$ cat src/logic/cpu_settings.svh
`ifndef CPU_SETTINGS_SVH
`define CPU_SETTINGS_SVH

// datapath width, also the instruction word width
`define CPU_DATA_WIDTH 16

// eight architectural registers
`define CPU_REG_ADDR_BITS 3

// instruction memory, 64 words
`define CPU_IMEM_ADDR_BITS 6

// data memory, 64 words
`define CPU_DMEM_ADDR_BITS 6

// zero-extended immediate, doubles as the absolute branch/jump target
`define CPU_IMM_BITS 6

`endif

$ cat src/logic/isa_pkg.sv
`default_nettype none
`include "cpu_settings.svh"

package isa_pkg;

  typedef logic [`CPU_DATA_WIDTH-1:0]     data_t;
  typedef logic [`CPU_DATA_WIDTH-1:0]     inst_t;
  typedef logic [`CPU_REG_ADDR_BITS-1:0]  reg_idx_t;
  typedef logic [`CPU_IMEM_ADDR_BITS-1:0] pc_t;
  typedef logic [`CPU_IMM_BITS-1:0]       imm_t;

  typedef enum logic [3:0] {
    OP_NOP  = 4'd0,
    OP_ADD  = 4'd1,
    OP_SUB  = 4'd2,
    OP_AND  = 4'd3,
    OP_OR   = 4'd4,
    OP_SLT  = 4'd5,
    OP_ADDI = 4'd6,
    OP_LW   = 4'd7,
    OP_SW   = 4'd8,
    OP_BEQ  = 4'd9,
    OP_BNE  = 4'd10,
    OP_J    = 4'd11,
    OP_HALT = 4'd12
  } opcode_e;

  typedef enum logic [2:0] {
    ALU_ADD,
    ALU_SUB,
    ALU_AND,
    ALU_OR,
    ALU_SLT
  } alu_op_e;

  typedef enum logic [1:0] {
    MEM_NONE,
    MEM_READ,
    MEM_WRITE
  } mem_op_e;

  typedef struct packed {
    logic    reg_write;
    mem_op_e mem_op;
    alu_op_e alu_op;
    logic    alu_src_imm;
    logic    beq;
    logic    bne;
    logic    halt;
  } ctrl_t;

  //////////////////////////////////////////////////
  // instruction fields
  //////////////////////////////////////////////////

  // op[15:12] rs[11:9] rt[8:6] rd[5:3], imm overlaps rd in [5:0]
  localparam int OPCODE_LSB = 12;
  localparam int RS_LSB     = 9;
  localparam int RT_LSB     = 6;
  localparam int RD_LSB     = 3;
  localparam int IMM_LSB    = 0;

  function automatic opcode_e inst_opcode(input inst_t inst);
    return opcode_e'(inst[OPCODE_LSB +: 4]);
  endfunction

  function automatic reg_idx_t inst_rs(input inst_t inst);
    return inst[RS_LSB +: `CPU_REG_ADDR_BITS];
  endfunction

  function automatic reg_idx_t inst_rt(input inst_t inst);
    return inst[RT_LSB +: `CPU_REG_ADDR_BITS];
  endfunction

  function automatic reg_idx_t inst_rd(input inst_t inst);
    return inst[RD_LSB +: `CPU_REG_ADDR_BITS];
  endfunction

  function automatic imm_t inst_imm(input inst_t inst);
    return inst[IMM_LSB +: `CPU_IMM_BITS];
  endfunction

endpackage

`default_nettype wire

$ cat src/logic/pipe_pkg.sv
`default_nettype none

package pipe_pkg;

  // fetch to decode
  typedef struct packed {
    logic           valid;
    isa_pkg::pc_t   pc;
    isa_pkg::inst_t inst;
  } if_id_t;

  // decode to execute, operands as read from the register file
  typedef struct packed {
    logic              valid;
    isa_pkg::ctrl_t    ctrl;
    isa_pkg::reg_idx_t rs;
    isa_pkg::reg_idx_t rt;
    isa_pkg::reg_idx_t dest;
    isa_pkg::data_t    rs_data;
    isa_pkg::data_t    rt_data;
    isa_pkg::imm_t     imm;
  } id_ex_t;

  // execute to memory
  typedef struct packed {
    logic              valid;
    logic              reg_write;
    isa_pkg::mem_op_e  mem_op;
    logic              halt;
    isa_pkg::reg_idx_t dest;
    isa_pkg::data_t    alu_result;
    isa_pkg::data_t    store_data;
  } ex_mem_t;

  // memory to writeback
  typedef struct packed {
    logic              valid;
    logic              reg_write;
    logic              halt;
    isa_pkg::reg_idx_t dest;
    isa_pkg::data_t    result;
  } mem_wb_t;

  // operand source for the execute stage
  typedef enum logic [1:0] {
    FWD_REGFILE,
    FWD_FROM_MEM,
    FWD_FROM_WB
  } fwd_sel_e;

endpackage

`default_nettype wire

$ cat src/logic/fetch_unit.sv
`timescale 1ns/10ps
`default_nettype none
`include "cpu_settings.svh"

module fetch_unit (
  input  logic             clk,
  input  logic             rst_n,
  input  logic             stall,
  input  logic             redirect,
  input  isa_pkg::pc_t     redirect_pc,
  input  logic             prog_we,
  input  isa_pkg::pc_t     prog_addr,
  input  isa_pkg::inst_t   prog_data,
  output pipe_pkg::if_id_t if_id
);

  localparam int IMEM_WORDS = 2**`CPU_IMEM_ADDR_BITS;

  isa_pkg::inst_t imem [IMEM_WORDS];
  isa_pkg::pc_t   pc;
  isa_pkg::pc_t   pc_next;
  isa_pkg::inst_t fetched;
  logic           jump;

  // program load, only while the core sits in reset
  always_ff @(posedge clk) begin
    if (!rst_n && prog_we) begin
      imem[prog_addr] <= prog_data;
    end
  end

  assign fetched = imem[pc];

  // j is caught one stage in, costs a single bubble
  assign jump = if_id.valid && (isa_pkg::inst_opcode(if_id.inst) == isa_pkg::OP_J);

  // taken branch beats jump beats stall
  always_comb begin
    if (redirect) begin
      pc_next = redirect_pc;
    end else if (jump) begin
      pc_next = isa_pkg::pc_t'(isa_pkg::inst_imm(if_id.inst));
    end else if (stall) begin
      pc_next = pc;
    end else begin
      pc_next = pc + 1'b1;
    end
  end

  always_ff @(posedge clk) begin
    if (!rst_n) begin
      pc    <= '0;
      if_id <= '0;
    end else begin
      pc <= pc_next;
      if (redirect || jump) begin
        if_id <= '0;
      end else if (!stall) begin
        if_id.valid <= 1'b1;
        if_id.pc    <= pc;
        if_id.inst  <= fetched;
      end
    end
  end

endmodule

`default_nettype wire

$ cat src/logic/register_file.sv
`timescale 1ns/10ps
`default_nettype none
`include "cpu_settings.svh"

module register_file (
  input  logic              clk,
  input  logic              rst_n,
  input  logic              we,
  input  isa_pkg::reg_idx_t waddr,
  input  isa_pkg::data_t    wdata,
  input  isa_pkg::reg_idx_t raddr_a,
  input  isa_pkg::reg_idx_t raddr_b,
  output isa_pkg::data_t    rdata_a,
  output isa_pkg::data_t    rdata_b,
  input  isa_pkg::reg_idx_t dbg_addr,
  output isa_pkg::data_t    dbg_data
);

  localparam int NUM_REGS = 2**`CPU_REG_ADDR_BITS;

  isa_pkg::data_t regs [NUM_REGS];
  logic           wr_live;

  // r0 is never written, so it reads back zero
  assign wr_live = we && (waddr != '0);

  always_ff @(posedge clk) begin
    if (!rst_n) begin
      for (int i = 0; i < NUM_REGS; i++) begin
        regs[i] <= '0;
      end
    end else if (wr_live) begin
      regs[waddr] <= wdata;
    end
  end

  // writeback in the same cycle is seen by decode
  assign rdata_a = (wr_live && (waddr == raddr_a)) ? wdata : regs[raddr_a];
  assign rdata_b = (wr_live && (waddr == raddr_b)) ? wdata : regs[raddr_b];

  assign dbg_data = regs[dbg_addr];

endmodule

`default_nettype wire

$ cat src/logic/decode_unit.sv
`timescale 1ns/10ps
`default_nettype none

module decode_unit (
  input  logic              clk,
  input  logic              rst_n,
  input  pipe_pkg::if_id_t  if_id,
  input  logic              redirect,
  input  isa_pkg::data_t    rdata_a,
  input  isa_pkg::data_t    rdata_b,
  output isa_pkg::reg_idx_t raddr_a,
  output isa_pkg::reg_idx_t raddr_b,
  output logic              stall,
  output pipe_pkg::id_ex_t  id_ex
);

  isa_pkg::opcode_e  opcode;
  isa_pkg::reg_idx_t rs;
  isa_pkg::reg_idx_t rt;
  isa_pkg::reg_idx_t dest;
  isa_pkg::ctrl_t    ctrl;
  logic              uses_rs;
  logic              uses_rt;
  logic              load_use;
  logic              halt_seen;

  assign opcode  = isa_pkg::inst_opcode(if_id.inst);
  assign rs      = isa_pkg::inst_rs(if_id.inst);
  assign rt      = isa_pkg::inst_rt(if_id.inst);
  assign raddr_a = rs;
  assign raddr_b = rt;

  //////////////////////////////////////////////////
  // control decode
  //////////////////////////////////////////////////

  always_comb begin
    ctrl    = '0;
    uses_rs = 1'b0;
    uses_rt = 1'b0;
    dest    = '0;
    case (opcode)
      isa_pkg::OP_ADD,
      isa_pkg::OP_SUB,
      isa_pkg::OP_AND,
      isa_pkg::OP_OR,
      isa_pkg::OP_SLT: begin
        ctrl.reg_write = 1'b1;
        uses_rs        = 1'b1;
        uses_rt        = 1'b1;
        dest           = isa_pkg::inst_rd(if_id.inst);
        case (opcode)
          isa_pkg::OP_SUB: ctrl.alu_op = isa_pkg::ALU_SUB;
          isa_pkg::OP_AND: ctrl.alu_op = isa_pkg::ALU_AND;
          isa_pkg::OP_OR:  ctrl.alu_op = isa_pkg::ALU_OR;
          isa_pkg::OP_SLT: ctrl.alu_op = isa_pkg::ALU_SLT;
          default:         ctrl.alu_op = isa_pkg::ALU_ADD;
        endcase
      end
      isa_pkg::OP_ADDI: begin
        ctrl.reg_write   = 1'b1;
        ctrl.alu_src_imm = 1'b1;
        uses_rs          = 1'b1;
        dest             = rt;
      end
      isa_pkg::OP_LW: begin
        ctrl.reg_write   = 1'b1;
        ctrl.mem_op      = isa_pkg::MEM_READ;
        ctrl.alu_src_imm = 1'b1;
        uses_rs          = 1'b1;
        dest             = rt;
      end
      isa_pkg::OP_SW: begin
        ctrl.mem_op      = isa_pkg::MEM_WRITE;
        ctrl.alu_src_imm = 1'b1;
        uses_rs          = 1'b1;
        uses_rt          = 1'b1;
      end
      isa_pkg::OP_BEQ: begin
        ctrl.beq = 1'b1;
        uses_rs  = 1'b1;
        uses_rt  = 1'b1;
      end
      isa_pkg::OP_BNE: begin
        ctrl.bne = 1'b1;
        uses_rs  = 1'b1;
        uses_rt  = 1'b1;
      end
      isa_pkg::OP_HALT: ctrl.halt = 1'b1;
      // nop, j (taken in fetch) and unused codes
      default: ctrl = '0;
    endcase
    // r0 writes are dropped here and never retire
    if (dest == '0) begin
      ctrl.reg_write = 1'b0;
    end
  end

  //////////////////////////////////////////////////
  // hazards and ID/EX
  //////////////////////////////////////////////////

  // load result is one cycle too late for the consumer right behind it
  assign load_use = if_id.valid && id_ex.valid
                    && (id_ex.ctrl.mem_op == isa_pkg::MEM_READ) && id_ex.ctrl.reg_write
                    && ((uses_rs && (id_ex.dest == rs)) || (uses_rt && (id_ex.dest == rt)));

  // after halt, fetch stays frozen
  assign stall = load_use || halt_seen;

  always_ff @(posedge clk) begin
    if (!rst_n) begin
      id_ex     <= '0;
      halt_seen <= 1'b0;
    end else begin
      if (if_id.valid && ctrl.halt && !stall && !redirect) begin
        halt_seen <= 1'b1;
      end
      if (stall || redirect || !if_id.valid) begin
        id_ex <= '0;
      end else begin
        id_ex.valid   <= 1'b1;
        id_ex.ctrl    <= ctrl;
        id_ex.rs      <= rs;
        id_ex.rt      <= rt;
        id_ex.dest    <= dest;
        id_ex.rs_data <= rdata_a;
        id_ex.rt_data <= rdata_b;
        id_ex.imm     <= isa_pkg::inst_imm(if_id.inst);
      end
    end
  end

endmodule

`default_nettype wire

$ cat src/logic/execute_unit.sv
`timescale 1ns/10ps
`default_nettype none

module execute_unit (
  input  logic              clk,
  input  logic              rst_n,
  input  pipe_pkg::id_ex_t  id_ex,
  input  pipe_pkg::mem_wb_t mem_wb,
  output logic              redirect,
  output isa_pkg::pc_t      redirect_pc,
  output pipe_pkg::ex_mem_t ex_mem
);

  pipe_pkg::fwd_sel_e fwd_a;
  pipe_pkg::fwd_sel_e fwd_b;
  isa_pkg::data_t     opnd_a;
  isa_pkg::data_t     opnd_b;
  isa_pkg::data_t     alu_in_b;
  isa_pkg::data_t     alu_out;
  logic               operands_equal;

  //////////////////////////////////////////////////
  // forwarding
  //////////////////////////////////////////////////

  // the younger producer in EX/MEM wins
  function automatic pipe_pkg::fwd_sel_e pick_source(
    input isa_pkg::reg_idx_t src,
    input pipe_pkg::ex_mem_t mem_item,
    input pipe_pkg::mem_wb_t wb_item
  );
    if (mem_item.valid && mem_item.reg_write && (mem_item.dest == src)) begin
      return pipe_pkg::FWD_FROM_MEM;
    end else if (wb_item.valid && wb_item.reg_write && (wb_item.dest == src)) begin
      return pipe_pkg::FWD_FROM_WB;
    end
    return pipe_pkg::FWD_REGFILE;
  endfunction

  function automatic isa_pkg::data_t forward_value(
    input pipe_pkg::fwd_sel_e sel,
    input isa_pkg::data_t     rf_data,
    input isa_pkg::data_t     mem_data,
    input isa_pkg::data_t     wb_data
  );
    case (sel)
      pipe_pkg::FWD_FROM_MEM: return mem_data;
      pipe_pkg::FWD_FROM_WB:  return wb_data;
      default:                return rf_data;
    endcase
  endfunction

  assign fwd_a  = pick_source(id_ex.rs, ex_mem, mem_wb);
  assign fwd_b  = pick_source(id_ex.rt, ex_mem, mem_wb);
  assign opnd_a = forward_value(fwd_a, id_ex.rs_data, ex_mem.alu_result, mem_wb.result);
  assign opnd_b = forward_value(fwd_b, id_ex.rt_data, ex_mem.alu_result, mem_wb.result);

  //////////////////////////////////////////////////
  // ALU and branch
  //////////////////////////////////////////////////

  // immediate is zero-extended
  assign alu_in_b = id_ex.ctrl.alu_src_imm ? isa_pkg::data_t'(id_ex.imm) : opnd_b;

  always_comb begin
    case (id_ex.ctrl.alu_op)
      isa_pkg::ALU_SUB: alu_out = opnd_a - alu_in_b;
      isa_pkg::ALU_AND: alu_out = opnd_a & alu_in_b;
      isa_pkg::ALU_OR:  alu_out = opnd_a | alu_in_b;
      // signed compare
      isa_pkg::ALU_SLT: alu_out = isa_pkg::data_t'($signed(opnd_a) < $signed(alu_in_b));
      default:          alu_out = opnd_a + alu_in_b;
    endcase
  end

  assign operands_equal = (opnd_a == opnd_b);

  assign redirect = id_ex.valid
                    && ((id_ex.ctrl.beq && operands_equal)
                        || (id_ex.ctrl.bne && !operands_equal));

  // absolute target
  assign redirect_pc = isa_pkg::pc_t'(id_ex.imm);

  always_ff @(posedge clk) begin
    if (!rst_n) begin
      ex_mem <= '0;
    end else begin
      ex_mem.valid      <= id_ex.valid;
      ex_mem.reg_write  <= id_ex.valid && id_ex.ctrl.reg_write;
      ex_mem.mem_op     <= id_ex.valid ? id_ex.ctrl.mem_op : isa_pkg::MEM_NONE;
      ex_mem.halt       <= id_ex.valid && id_ex.ctrl.halt;
      ex_mem.dest       <= id_ex.dest;
      ex_mem.alu_result <= alu_out;
      ex_mem.store_data <= opnd_b;
    end
  end

endmodule

`default_nettype wire

$ cat src/logic/memory_unit.sv
`timescale 1ns/10ps
`default_nettype none
`include "cpu_settings.svh"

module memory_unit (
  input  logic              clk,
  input  logic              rst_n,
  input  pipe_pkg::ex_mem_t ex_mem,
  output pipe_pkg::mem_wb_t mem_wb,
  output logic              halted
);

  localparam int DMEM_WORDS = 2**`CPU_DMEM_ADDR_BITS;

  isa_pkg::data_t                 dmem [DMEM_WORDS];
  logic [`CPU_DMEM_ADDR_BITS-1:0] dmem_addr;
  isa_pkg::data_t                 load_data;
  logic                           store_en;

  // word address, upper ALU bits ignored
  assign dmem_addr = ex_mem.alu_result[`CPU_DMEM_ADDR_BITS-1:0];
  assign store_en  = ex_mem.valid && (ex_mem.mem_op == isa_pkg::MEM_WRITE);
  assign load_data = dmem[dmem_addr];

  always_ff @(posedge clk) begin
    if (!rst_n) begin
      for (int i = 0; i < DMEM_WORDS; i++) begin
        dmem[i] <= '0;
      end
    end else if (store_en) begin
      dmem[dmem_addr] <= ex_mem.store_data;
    end
  end

  always_ff @(posedge clk) begin
    if (!rst_n) begin
      mem_wb <= '0;
      halted <= 1'b0;
    end else begin
      mem_wb.valid     <= ex_mem.valid;
      mem_wb.reg_write <= ex_mem.reg_write;
      mem_wb.halt      <= ex_mem.halt;
      mem_wb.dest      <= ex_mem.dest;
      mem_wb.result    <= (ex_mem.mem_op == isa_pkg::MEM_READ) ? load_data : ex_mem.alu_result;
      // sticky until reset
      if (ex_mem.valid && ex_mem.halt) begin
        halted <= 1'b1;
      end
    end
  end

endmodule

`default_nettype wire

$ cat src/logic/processor.sv
`timescale 1ns/10ps
`default_nettype none

module processor (
  input  logic              clk,
  input  logic              rst_n,
  input  logic              prog_we,
  input  isa_pkg::pc_t      prog_addr,
  input  isa_pkg::inst_t    prog_data,
  input  isa_pkg::reg_idx_t dbg_addr,
  output isa_pkg::data_t    dbg_data,
  output logic              wb_valid,
  output isa_pkg::reg_idx_t wb_reg,
  output isa_pkg::data_t    wb_data,
  output logic              halted
);

  pipe_pkg::if_id_t  if_id;
  pipe_pkg::id_ex_t  id_ex;
  pipe_pkg::ex_mem_t ex_mem;
  pipe_pkg::mem_wb_t mem_wb;

  logic              stall;
  logic              redirect;
  isa_pkg::pc_t      redirect_pc;
  isa_pkg::reg_idx_t raddr_a;
  isa_pkg::reg_idx_t raddr_b;
  isa_pkg::data_t    rdata_a;
  isa_pkg::data_t    rdata_b;
  logic              rf_we;

  // retiring write, also the observable writeback event
  assign rf_we    = mem_wb.valid && mem_wb.reg_write;
  assign wb_valid = rf_we;
  assign wb_reg   = mem_wb.dest;
  assign wb_data  = mem_wb.result;

  //////////////////////////////////////////////////
  // stages
  //////////////////////////////////////////////////

  fetch_unit fetch_stage (
    .clk         (clk),
    .rst_n       (rst_n),
    .stall       (stall),
    .redirect    (redirect),
    .redirect_pc (redirect_pc),
    .prog_we     (prog_we),
    .prog_addr   (prog_addr),
    .prog_data   (prog_data),
    .if_id       (if_id)
  );

  decode_unit decode_stage (
    .clk      (clk),
    .rst_n    (rst_n),
    .if_id    (if_id),
    .redirect (redirect),
    .rdata_a  (rdata_a),
    .rdata_b  (rdata_b),
    .raddr_a  (raddr_a),
    .raddr_b  (raddr_b),
    .stall    (stall),
    .id_ex    (id_ex)
  );

  register_file regfile (
    .clk      (clk),
    .rst_n    (rst_n),
    .we       (rf_we),
    .waddr    (mem_wb.dest),
    .wdata    (mem_wb.result),
    .raddr_a  (raddr_a),
    .raddr_b  (raddr_b),
    .rdata_a  (rdata_a),
    .rdata_b  (rdata_b),
    .dbg_addr (dbg_addr),
    .dbg_data (dbg_data)
  );

  execute_unit execute_stage (
    .clk         (clk),
    .rst_n       (rst_n),
    .id_ex       (id_ex),
    .mem_wb      (mem_wb),
    .redirect    (redirect),
    .redirect_pc (redirect_pc),
    .ex_mem      (ex_mem)
  );

  memory_unit memory_stage (
    .clk    (clk),
    .rst_n  (rst_n),
    .ex_mem (ex_mem),
    .mem_wb (mem_wb),
    .halted (halted)
  );

endmodule

`default_nettype wire

$ cat config.mk
export PLATFORM = sky130hd
export DESIGN_NAME = processor
export DESIGN_NICKNAME = d
export VERILOG_FILES = /design/src/logic/isa_pkg.sv /design/src/logic/pipe_pkg.sv /design/src/logic/fetch_unit.sv /design/src/logic/register_file.sv /design/src/logic/decode_unit.sv /design/src/logic/execute_unit.sv /design/src/logic/memory_unit.sv /design/src/logic/processor.sv
export VERILOG_INCLUDE_DIRS = /design/src /design/src/logic
export SDC_FILE = /design/constraint.sdc
export NUM_CORES = 2
export LEC_CHECK = 0
export BUFFER_PORTS_ARGS = -buffer_cell sky130_fd_sc_hd__clkbuf_2
export CORE_UTILIZATION = 60
export DETAILED_ROUTE_END_ITERATION = 6
export GPL_ROUTABILITY_DRIVEN = 0
export PLACE_DENSITY = 0.73
export SLEW_MARGIN = 20
export SYNTH_ARGS = -nofsm -noshare
export SYNTH_HDL_FRONTEND = slang
export SYNTH_HIERARCHICAL = 1
export SYNTH_SLANG_ARGS = --single-unit
$ cat constraint.sdc
create_clock -name clk -period 6.2 [get_ports clk]
set_input_delay 0.62 -clock clk [delete_from_list [all_inputs] [get_ports clk]]
set_output_delay 0.62 -clock clk [all_outputs]
set_load 0.02 [all_outputs]
Yosys cells after proc, flatten, opt, wreduce, memory -nomap -nowiden

Memory sizes are Yosys's and may differ from the RTL's. A register that Yosys moved wholly into a read port is not among the register bits.
Cells that the tools add are included.

$add $sub $neg: 3
$lt $le $gt $ge: 1
Equal/unequal tests: 33
Mux-type cells: 49
Bitwise gates (word level): 4
Reduce and logical (&&, ||, !) cells: 54

Operator list:

| cell               | number |
|---|---|
| $mux 16            | 6 |
| $pmux 16 s2        | 2 |
| $pmux 16 s4        | 1 |
| $mux 58            | 1 |
| $reduce_or 16->1   | 2 |
| $mux 6             | 5 |
| $logic_and 1x1->1  | 27 |
| $eq 3x3->1         | 8 |
| $mux 1             | 23 |
| $eq 4x4->1 const B | 5 |
| $add 16x16->16     | 1 |
| $and 16x16->16     | 1 |
| $eq 16x16->1       | 1 |
| $eq 4x3->1 const B | 4 |
| $lt 16x16->1       | 1 |
| $or 16x16->16      | 1 |
| $sub 16x16->16     | 1 |
| $mux 2             | 6 |
| $pmux 3 s4         | 1 |
| $reduce_or 10->1   | 1 |
| $reduce_or 3->1    | 3 |
| $eq 2x1->1 const B | 4 |
| $eq 4x2->1 const B | 2 |
| $reduce_or 8->1    | 1 |
| 19 further kinds   | 36 |

Register bits after elaboration: 128
Bits in writable memories: 2176
Input bits: 28
Output and inout port bits: 37
Logic and storage cells: 176
Memories: 3

Memories:

| memory            | depth | width | rd ports | clocked after Yosys merged registers in | write ports | RTL line            | source |
|---|---|---|---|---|---|---|---|
| fetch_stage.imem  | 64    | 16    | 1        | 1                                       | 1           | fetch_unit.sv:19    | `isa_pkg::inst_t imem [IMEM_WORDS];` |
| memory_stage.dmem | 64    | 16    | 1        | 1                                       | 64          | memory_unit.sv:15   | `isa_pkg::data_t dmem [DMEM_WORDS];` |
| regfile.regs      | 8     | 16    | 3        | 0                                       | 8           | register_file.sv:21 | `isa_pkg::data_t regs [NUM_REGS];` |

Longest topological paths before layout

Depth after elaboration: 15
Depth in mapped cells: 20
Mapped depth without buffers: 18

Hierarchy

Netlist, hierarchy kept.

Modules (own cells, without submodules):

| module        | times used | cells an instance | area each (µm²) | sequential area each (µm²) |
|---|---|---|---|---|
| memory_unit   | 1          | 3507              | 47854.6         | 31209.9 |
| fetch_unit    | 1          | 1830              | 40551.4         | 31330.0 |
| register_file | 1          | 493               | 8145.3          | 3843.7 |
| execute_unit  | 1          | 644               | 4674.5          | 800.8 |
| decode_unit   | 1          | 185               | 2030.7          | 1181.1 |
| processor     | 1          | 1                 | 6.3             | 0.0 |

Worst setup path before layout

OpenSTA, ideal clock, no wires.

Path kind: register to register
Start point: register decode_stage/id_ex[44] (netlist name)
End point: register execute_stage/ex_mem[30] (netlist name)
Setup time: 0.073 ns
Arrival: 4.305 ns
Required time: 6.127 ns
Setup slack: 1.822 ns
Cell stages (with the launch flop): 20
Buffers on the path: 3
Period minus slack after synthesis: 4.378 ns
Path through: dfxtp_1 xor2_1 or4_1 clkbuf_1 clkbuf_1 buf_1 o21a_1 inv_1 ha_1 inv_1 fa_1 nand2b_1 a21oi_1 o21ba_2 o41a_1 o41a_1 a31o_2 a311oi_2 a21oi_1 nor3b_2

Cells in the longest elaborated chain, start to end: 9
Elaborated cells between the ends (all ways): 16
Classes of those cells: add/sub: 2; eq/ne: 4; mux: 6; bitwise: 2; reduce/logical: 2

RTL lines:

| element                                         | RTL line           | source |
|---|---|---|
| $eq 3x3->1                                      | execute_unit.sv:34 | `end else if (wb_item.valid && wb_item.reg_write && (wb_item.dest == src)) begin` |
| $logic_and 1x1->1                               | execute_unit.sv:34 |  |
| $mux 1                                          | execute_unit.sv:34 |  |
| $mux 1                                          | execute_unit.sv:32 | `if (mem_item.valid && mem_item.reg_write && (mem_item.dest == src)) begin` |
| $mux 2 *                                        | execute_unit.sv:37 | `return pipe_pkg::FWD_REGFILE;` |
| $eq 2x2->1 / $eq 2x1->1 (equally long branches) | execute_unit.sv:46 | `case (sel)` |
| $pmux 16 s2 *                                   | execute_unit.sv:46 |  |
| $add 16x16->16, or another cell as far along    | execute_unit.sv:72 | `default: alu_out = opnd_a + alu_in_b;` |
| $pmux 16 s4 *                                   | execute_unit.sv:66 | `case (id_ex.ctrl.alu_op)` |

Mark *: on every way between the ends. The rest lies on a longest branch, timed or not.
A chain may end at the register's enable or synchronous reset.

Worst setup path in the final report

Start point: register memory_stage/mem_wb[16] (netlist name)
End point: register execute_stage/ex_mem[30] (netlist name)

Cells in the longest elaborated chain, start to end: 10
Elaborated cells between the ends (all ways): 22
Classes of those cells: add/sub: 2; eq/ne: 6; mux: 10; bitwise: 2; reduce/logical: 2

RTL lines:

| element                                         | RTL line           | source |
|---|---|---|
| $eq 3x3->1                                      | execute_unit.sv:34 |  |
| $logic_and 1x1->1                               | execute_unit.sv:34 |  |
| $mux 1                                          | execute_unit.sv:34 |  |
| $mux 1                                          | execute_unit.sv:32 |  |
| $mux 2                                          | execute_unit.sv:37 |  |
| $eq 2x2->1 / $eq 2x1->1 (equally long branches) | execute_unit.sv:46 |  |
| $pmux 16 s2                                     | execute_unit.sv:46 |  |
| $mux 16                                         | execute_unit.sv:63 | `assign alu_in_b = id_ex.ctrl.alu_src_imm ? isa_pkg::data_t'(id_ex.imm) : opnd_b;` |
| $add 16x16->16, or another cell as far along    | execute_unit.sv:72 |  |
| $pmux 16 s4 *                                   | execute_unit.sv:66 |  |

Marked as above.

==> flow_summary.toml <==
[place]
post-dp-hpwl_um = 170000
post_dp_cell_area_mm2 = 0.106
port_buffers = 64

[worst_setup_path]
cp_max_fo = 17
cp.arrival_ps = 5950
crit_type = "reg2reg"
slowest_delay_ps = 630
crit_path_start_kind = "register"
worst-path-stages = 17
cp_top_family = "compound AO/OA/AOI/OAI gates"
worstReg2RegStart = "memory_stage/mem_wb[16]"
critPathSlowestCell = "or4_1"
path_buf_inv = 1
worstPathRequired_ps = 6980
timing.rr.end = "execute_stage/ex_mem[30]"
r2r_slack_ps = 1030
r2r_cells = 17
cp_cell_sequence = "xor2_1, or4_1, a211oi_1, nor3_1, a21o_1, ha_1, inv_1, fa_1, nand2b_1, a21oi_1, o21ba_2, o41a_1, o41a_1, a31o_2, a311oi_2, a21oi_1, nor3b_2"
cp-end-kind = "register"

[clock_tree]
h-tree-depth = 4
post_cts_resized = 0
clk_pin_slew_worst_paths_ps = 60
cts_buffers = 227
hold_buffers = 0
cts_tree = "built"
cts_root_buf = "clkbuf_16"
post_cts_buffers = 0
clockBufferDepth = 3
insertion_delay_ps = 920
clkSinkCount = 2320

[sta]
period_needed_ps = 5170
hold_viol_final = 0
worst_pin_slew_ps = 1260
timing.hold.ws_ps = 144
fin_tns_setup_ps = 0
fmax_mhz = 193
finClkSkew_ps = 107
slew_violations = 0
slew_headroom = 0.153
layout_worst_path_cycle_share = 0.834
rsz0062_at_grt = "no"
setup_viol = 0

[floorplanning]
dieArea_mm2 = 0.173
dieHeight_um = 416
start_util = 0.606
core_area_mm2 = 0.170
die_x_um = 416
ioPinCount = 65
rows = 151

[route]
viasPerCell = 6.76
first_iter_violations = 8799
first_pass_iters = 7
wl_per_cell_um = 31.3
drc = 0
finalWirelength_um = 286000
drtAntennaViolNets = 0
vias = 61600

[hold_path]
holdCritStartpoint = "rst_n"
min-delay-path-class = "in2reg"
whs_endpoint = "fetch_stage/pc[0]"
holdPathStages = 2

[run_status]
status = "finished, final reports clean"

[synth]
synth_area_per_cell_um2 = 15.5
netlist_area_mm2 = 0.103
synthCells = 6640
ys_warn_count = 6

[pwr]
combPwrFrac = 0.147
swShare = 0.266
p_int_mw = 27.2
cellLeakagePower_nw = 38.5
ir_drop_v = 0.000333
p_sw_mw = 9.86
p_clk_frac = 0.368
seq_power_share = 0.485
power_density_mw_per_mm2 = 326

[final_layout]
mostFrequentLayoutCells = "edfxtp_1, and2_1, mux4_2"
drive_above_1_share = 0.197
nFillCells = 11400
layout_commonest_cell = "edfxtp_1"
areaGrowthSynthToFinish_pct = 10.1
final_cell_area_mm2 = 0.113
nets = 6779
multiInputGateArea_mm2 = 0.0321
seq_area_mm2 = 0.0683

[global_route]
grt_max_degree = 94
grt.total_usage = 0.328
antenna_found_initial = 12
grt_pass1_vias = 60300
overflow = 0
grt_pass1_wl_um = 413000

[flow_run]
max_cap_viol_count = 0
==> power groups by stage <==
| stage | Combinational [mW] | Clock, mW | Sequential [mW] |
|---|---|---|---|
| global route | 5.62 | 14.3 | 18.0 |
| finish | 5.46 | 13.6 | 17.9 |
| CTS | 5.31 | 13.7 | 17.9 |
| floorplan | 3.60 | 0 | 18.0 |
| global placement | 5.24 | 0 | 18.2 |
| detailed placement | 5.28 | 0 | 18.3 |
==> per-layer routing <==
metal / vias to the layer above / part of all wire / wire [µm] / GRT usage
met5: - / 0.000046 / 13 / 0
met4: 2 / 0.048 / 13600 / 0.138
met3: 728 / 0.12 / 35100 / 0.0848
met2: 4119 / 0.46 / 132000 / 0.506
met1: 31200 / 0.37 / 105000 / 0.447
li1: 25600 / - / - / -
==> worst register-to-register path, stage by stage, from the launching register on <==
cell	delay, ps
dfxtp_1	600
xor2_1	350
or4_1	630
a211oi_1	250
nor3_1	310
a21o_1	180
ha_1	190
inv_1	50
fa_1	380
nand2b_1	110
a21oi_1	100
o21ba_2	220
o41a_1	380
o41a_1	400
a31o_2	310
a311oi_2	350
a21oi_1	130
nor3b_2	170
==> how the worst max path moves through the flow <==
stage,start,endpoint
after global placement,memory_stage/mem_wb[18],execute_stage/ex_mem[30]
after global routing,memory_stage/mem_wb[16],execute_stage/ex_mem[30]
final,memory_stage/mem_wb[16],execute_stage/ex_mem[30]
after detailed placement,memory_stage/mem_wb[16],execute_stage/ex_mem[30]
after CTS,memory_stage/mem_wb[16],execute_stage/ex_mem[30]
after floorplan,decode_stage/id_ex[44],execute_stage/ex_mem[30]
==> registers in the layout (all words and copies together), names as in the netlist <==
name                    cells
decode_stage/halt_seen      1
decode_stage/id_ex         58
execute_stage/ex_mem       40
fetch_stage/if_id          17
fetch_stage/imem         1024
fetch_stage/pc              6
memory_stage/dmem        1024
memory_stage/halted         1
memory_stage/mem_wb        21
regfile/regs              128
==> stage by stage <==
| step | std cells | power [mW] | setup WS (ps) | utilization |
|---|---|---|---|---|
| final | 9117 | 37.0 | 1030 | 0.667 |
| after global routing | 9112 | 37.9 | 798 | 0.667 |
| after CTS | 9112 | 37.0 | 1150 | 0.667 |
| after detailed placement | 8688 | 23.5 | 1170 | 0.623 |
| after global placement | 8688 | 23.5 | 1250 | 0.623 |
| after floorplan | 6655 | 21.6 | 1820 | - |
==> layout make-up <==
type	instances	area share
antenna	5	0.000110
clock buffer	305	0.0533
clock inverter	119	0.0118
inverter	59	0.00195
multi-input combinational	3726	0.283
sequential	2320	0.602
tap	2218	0.0245
timing repair buffer	365	0.0236
(Power assumes the default switching activity.)
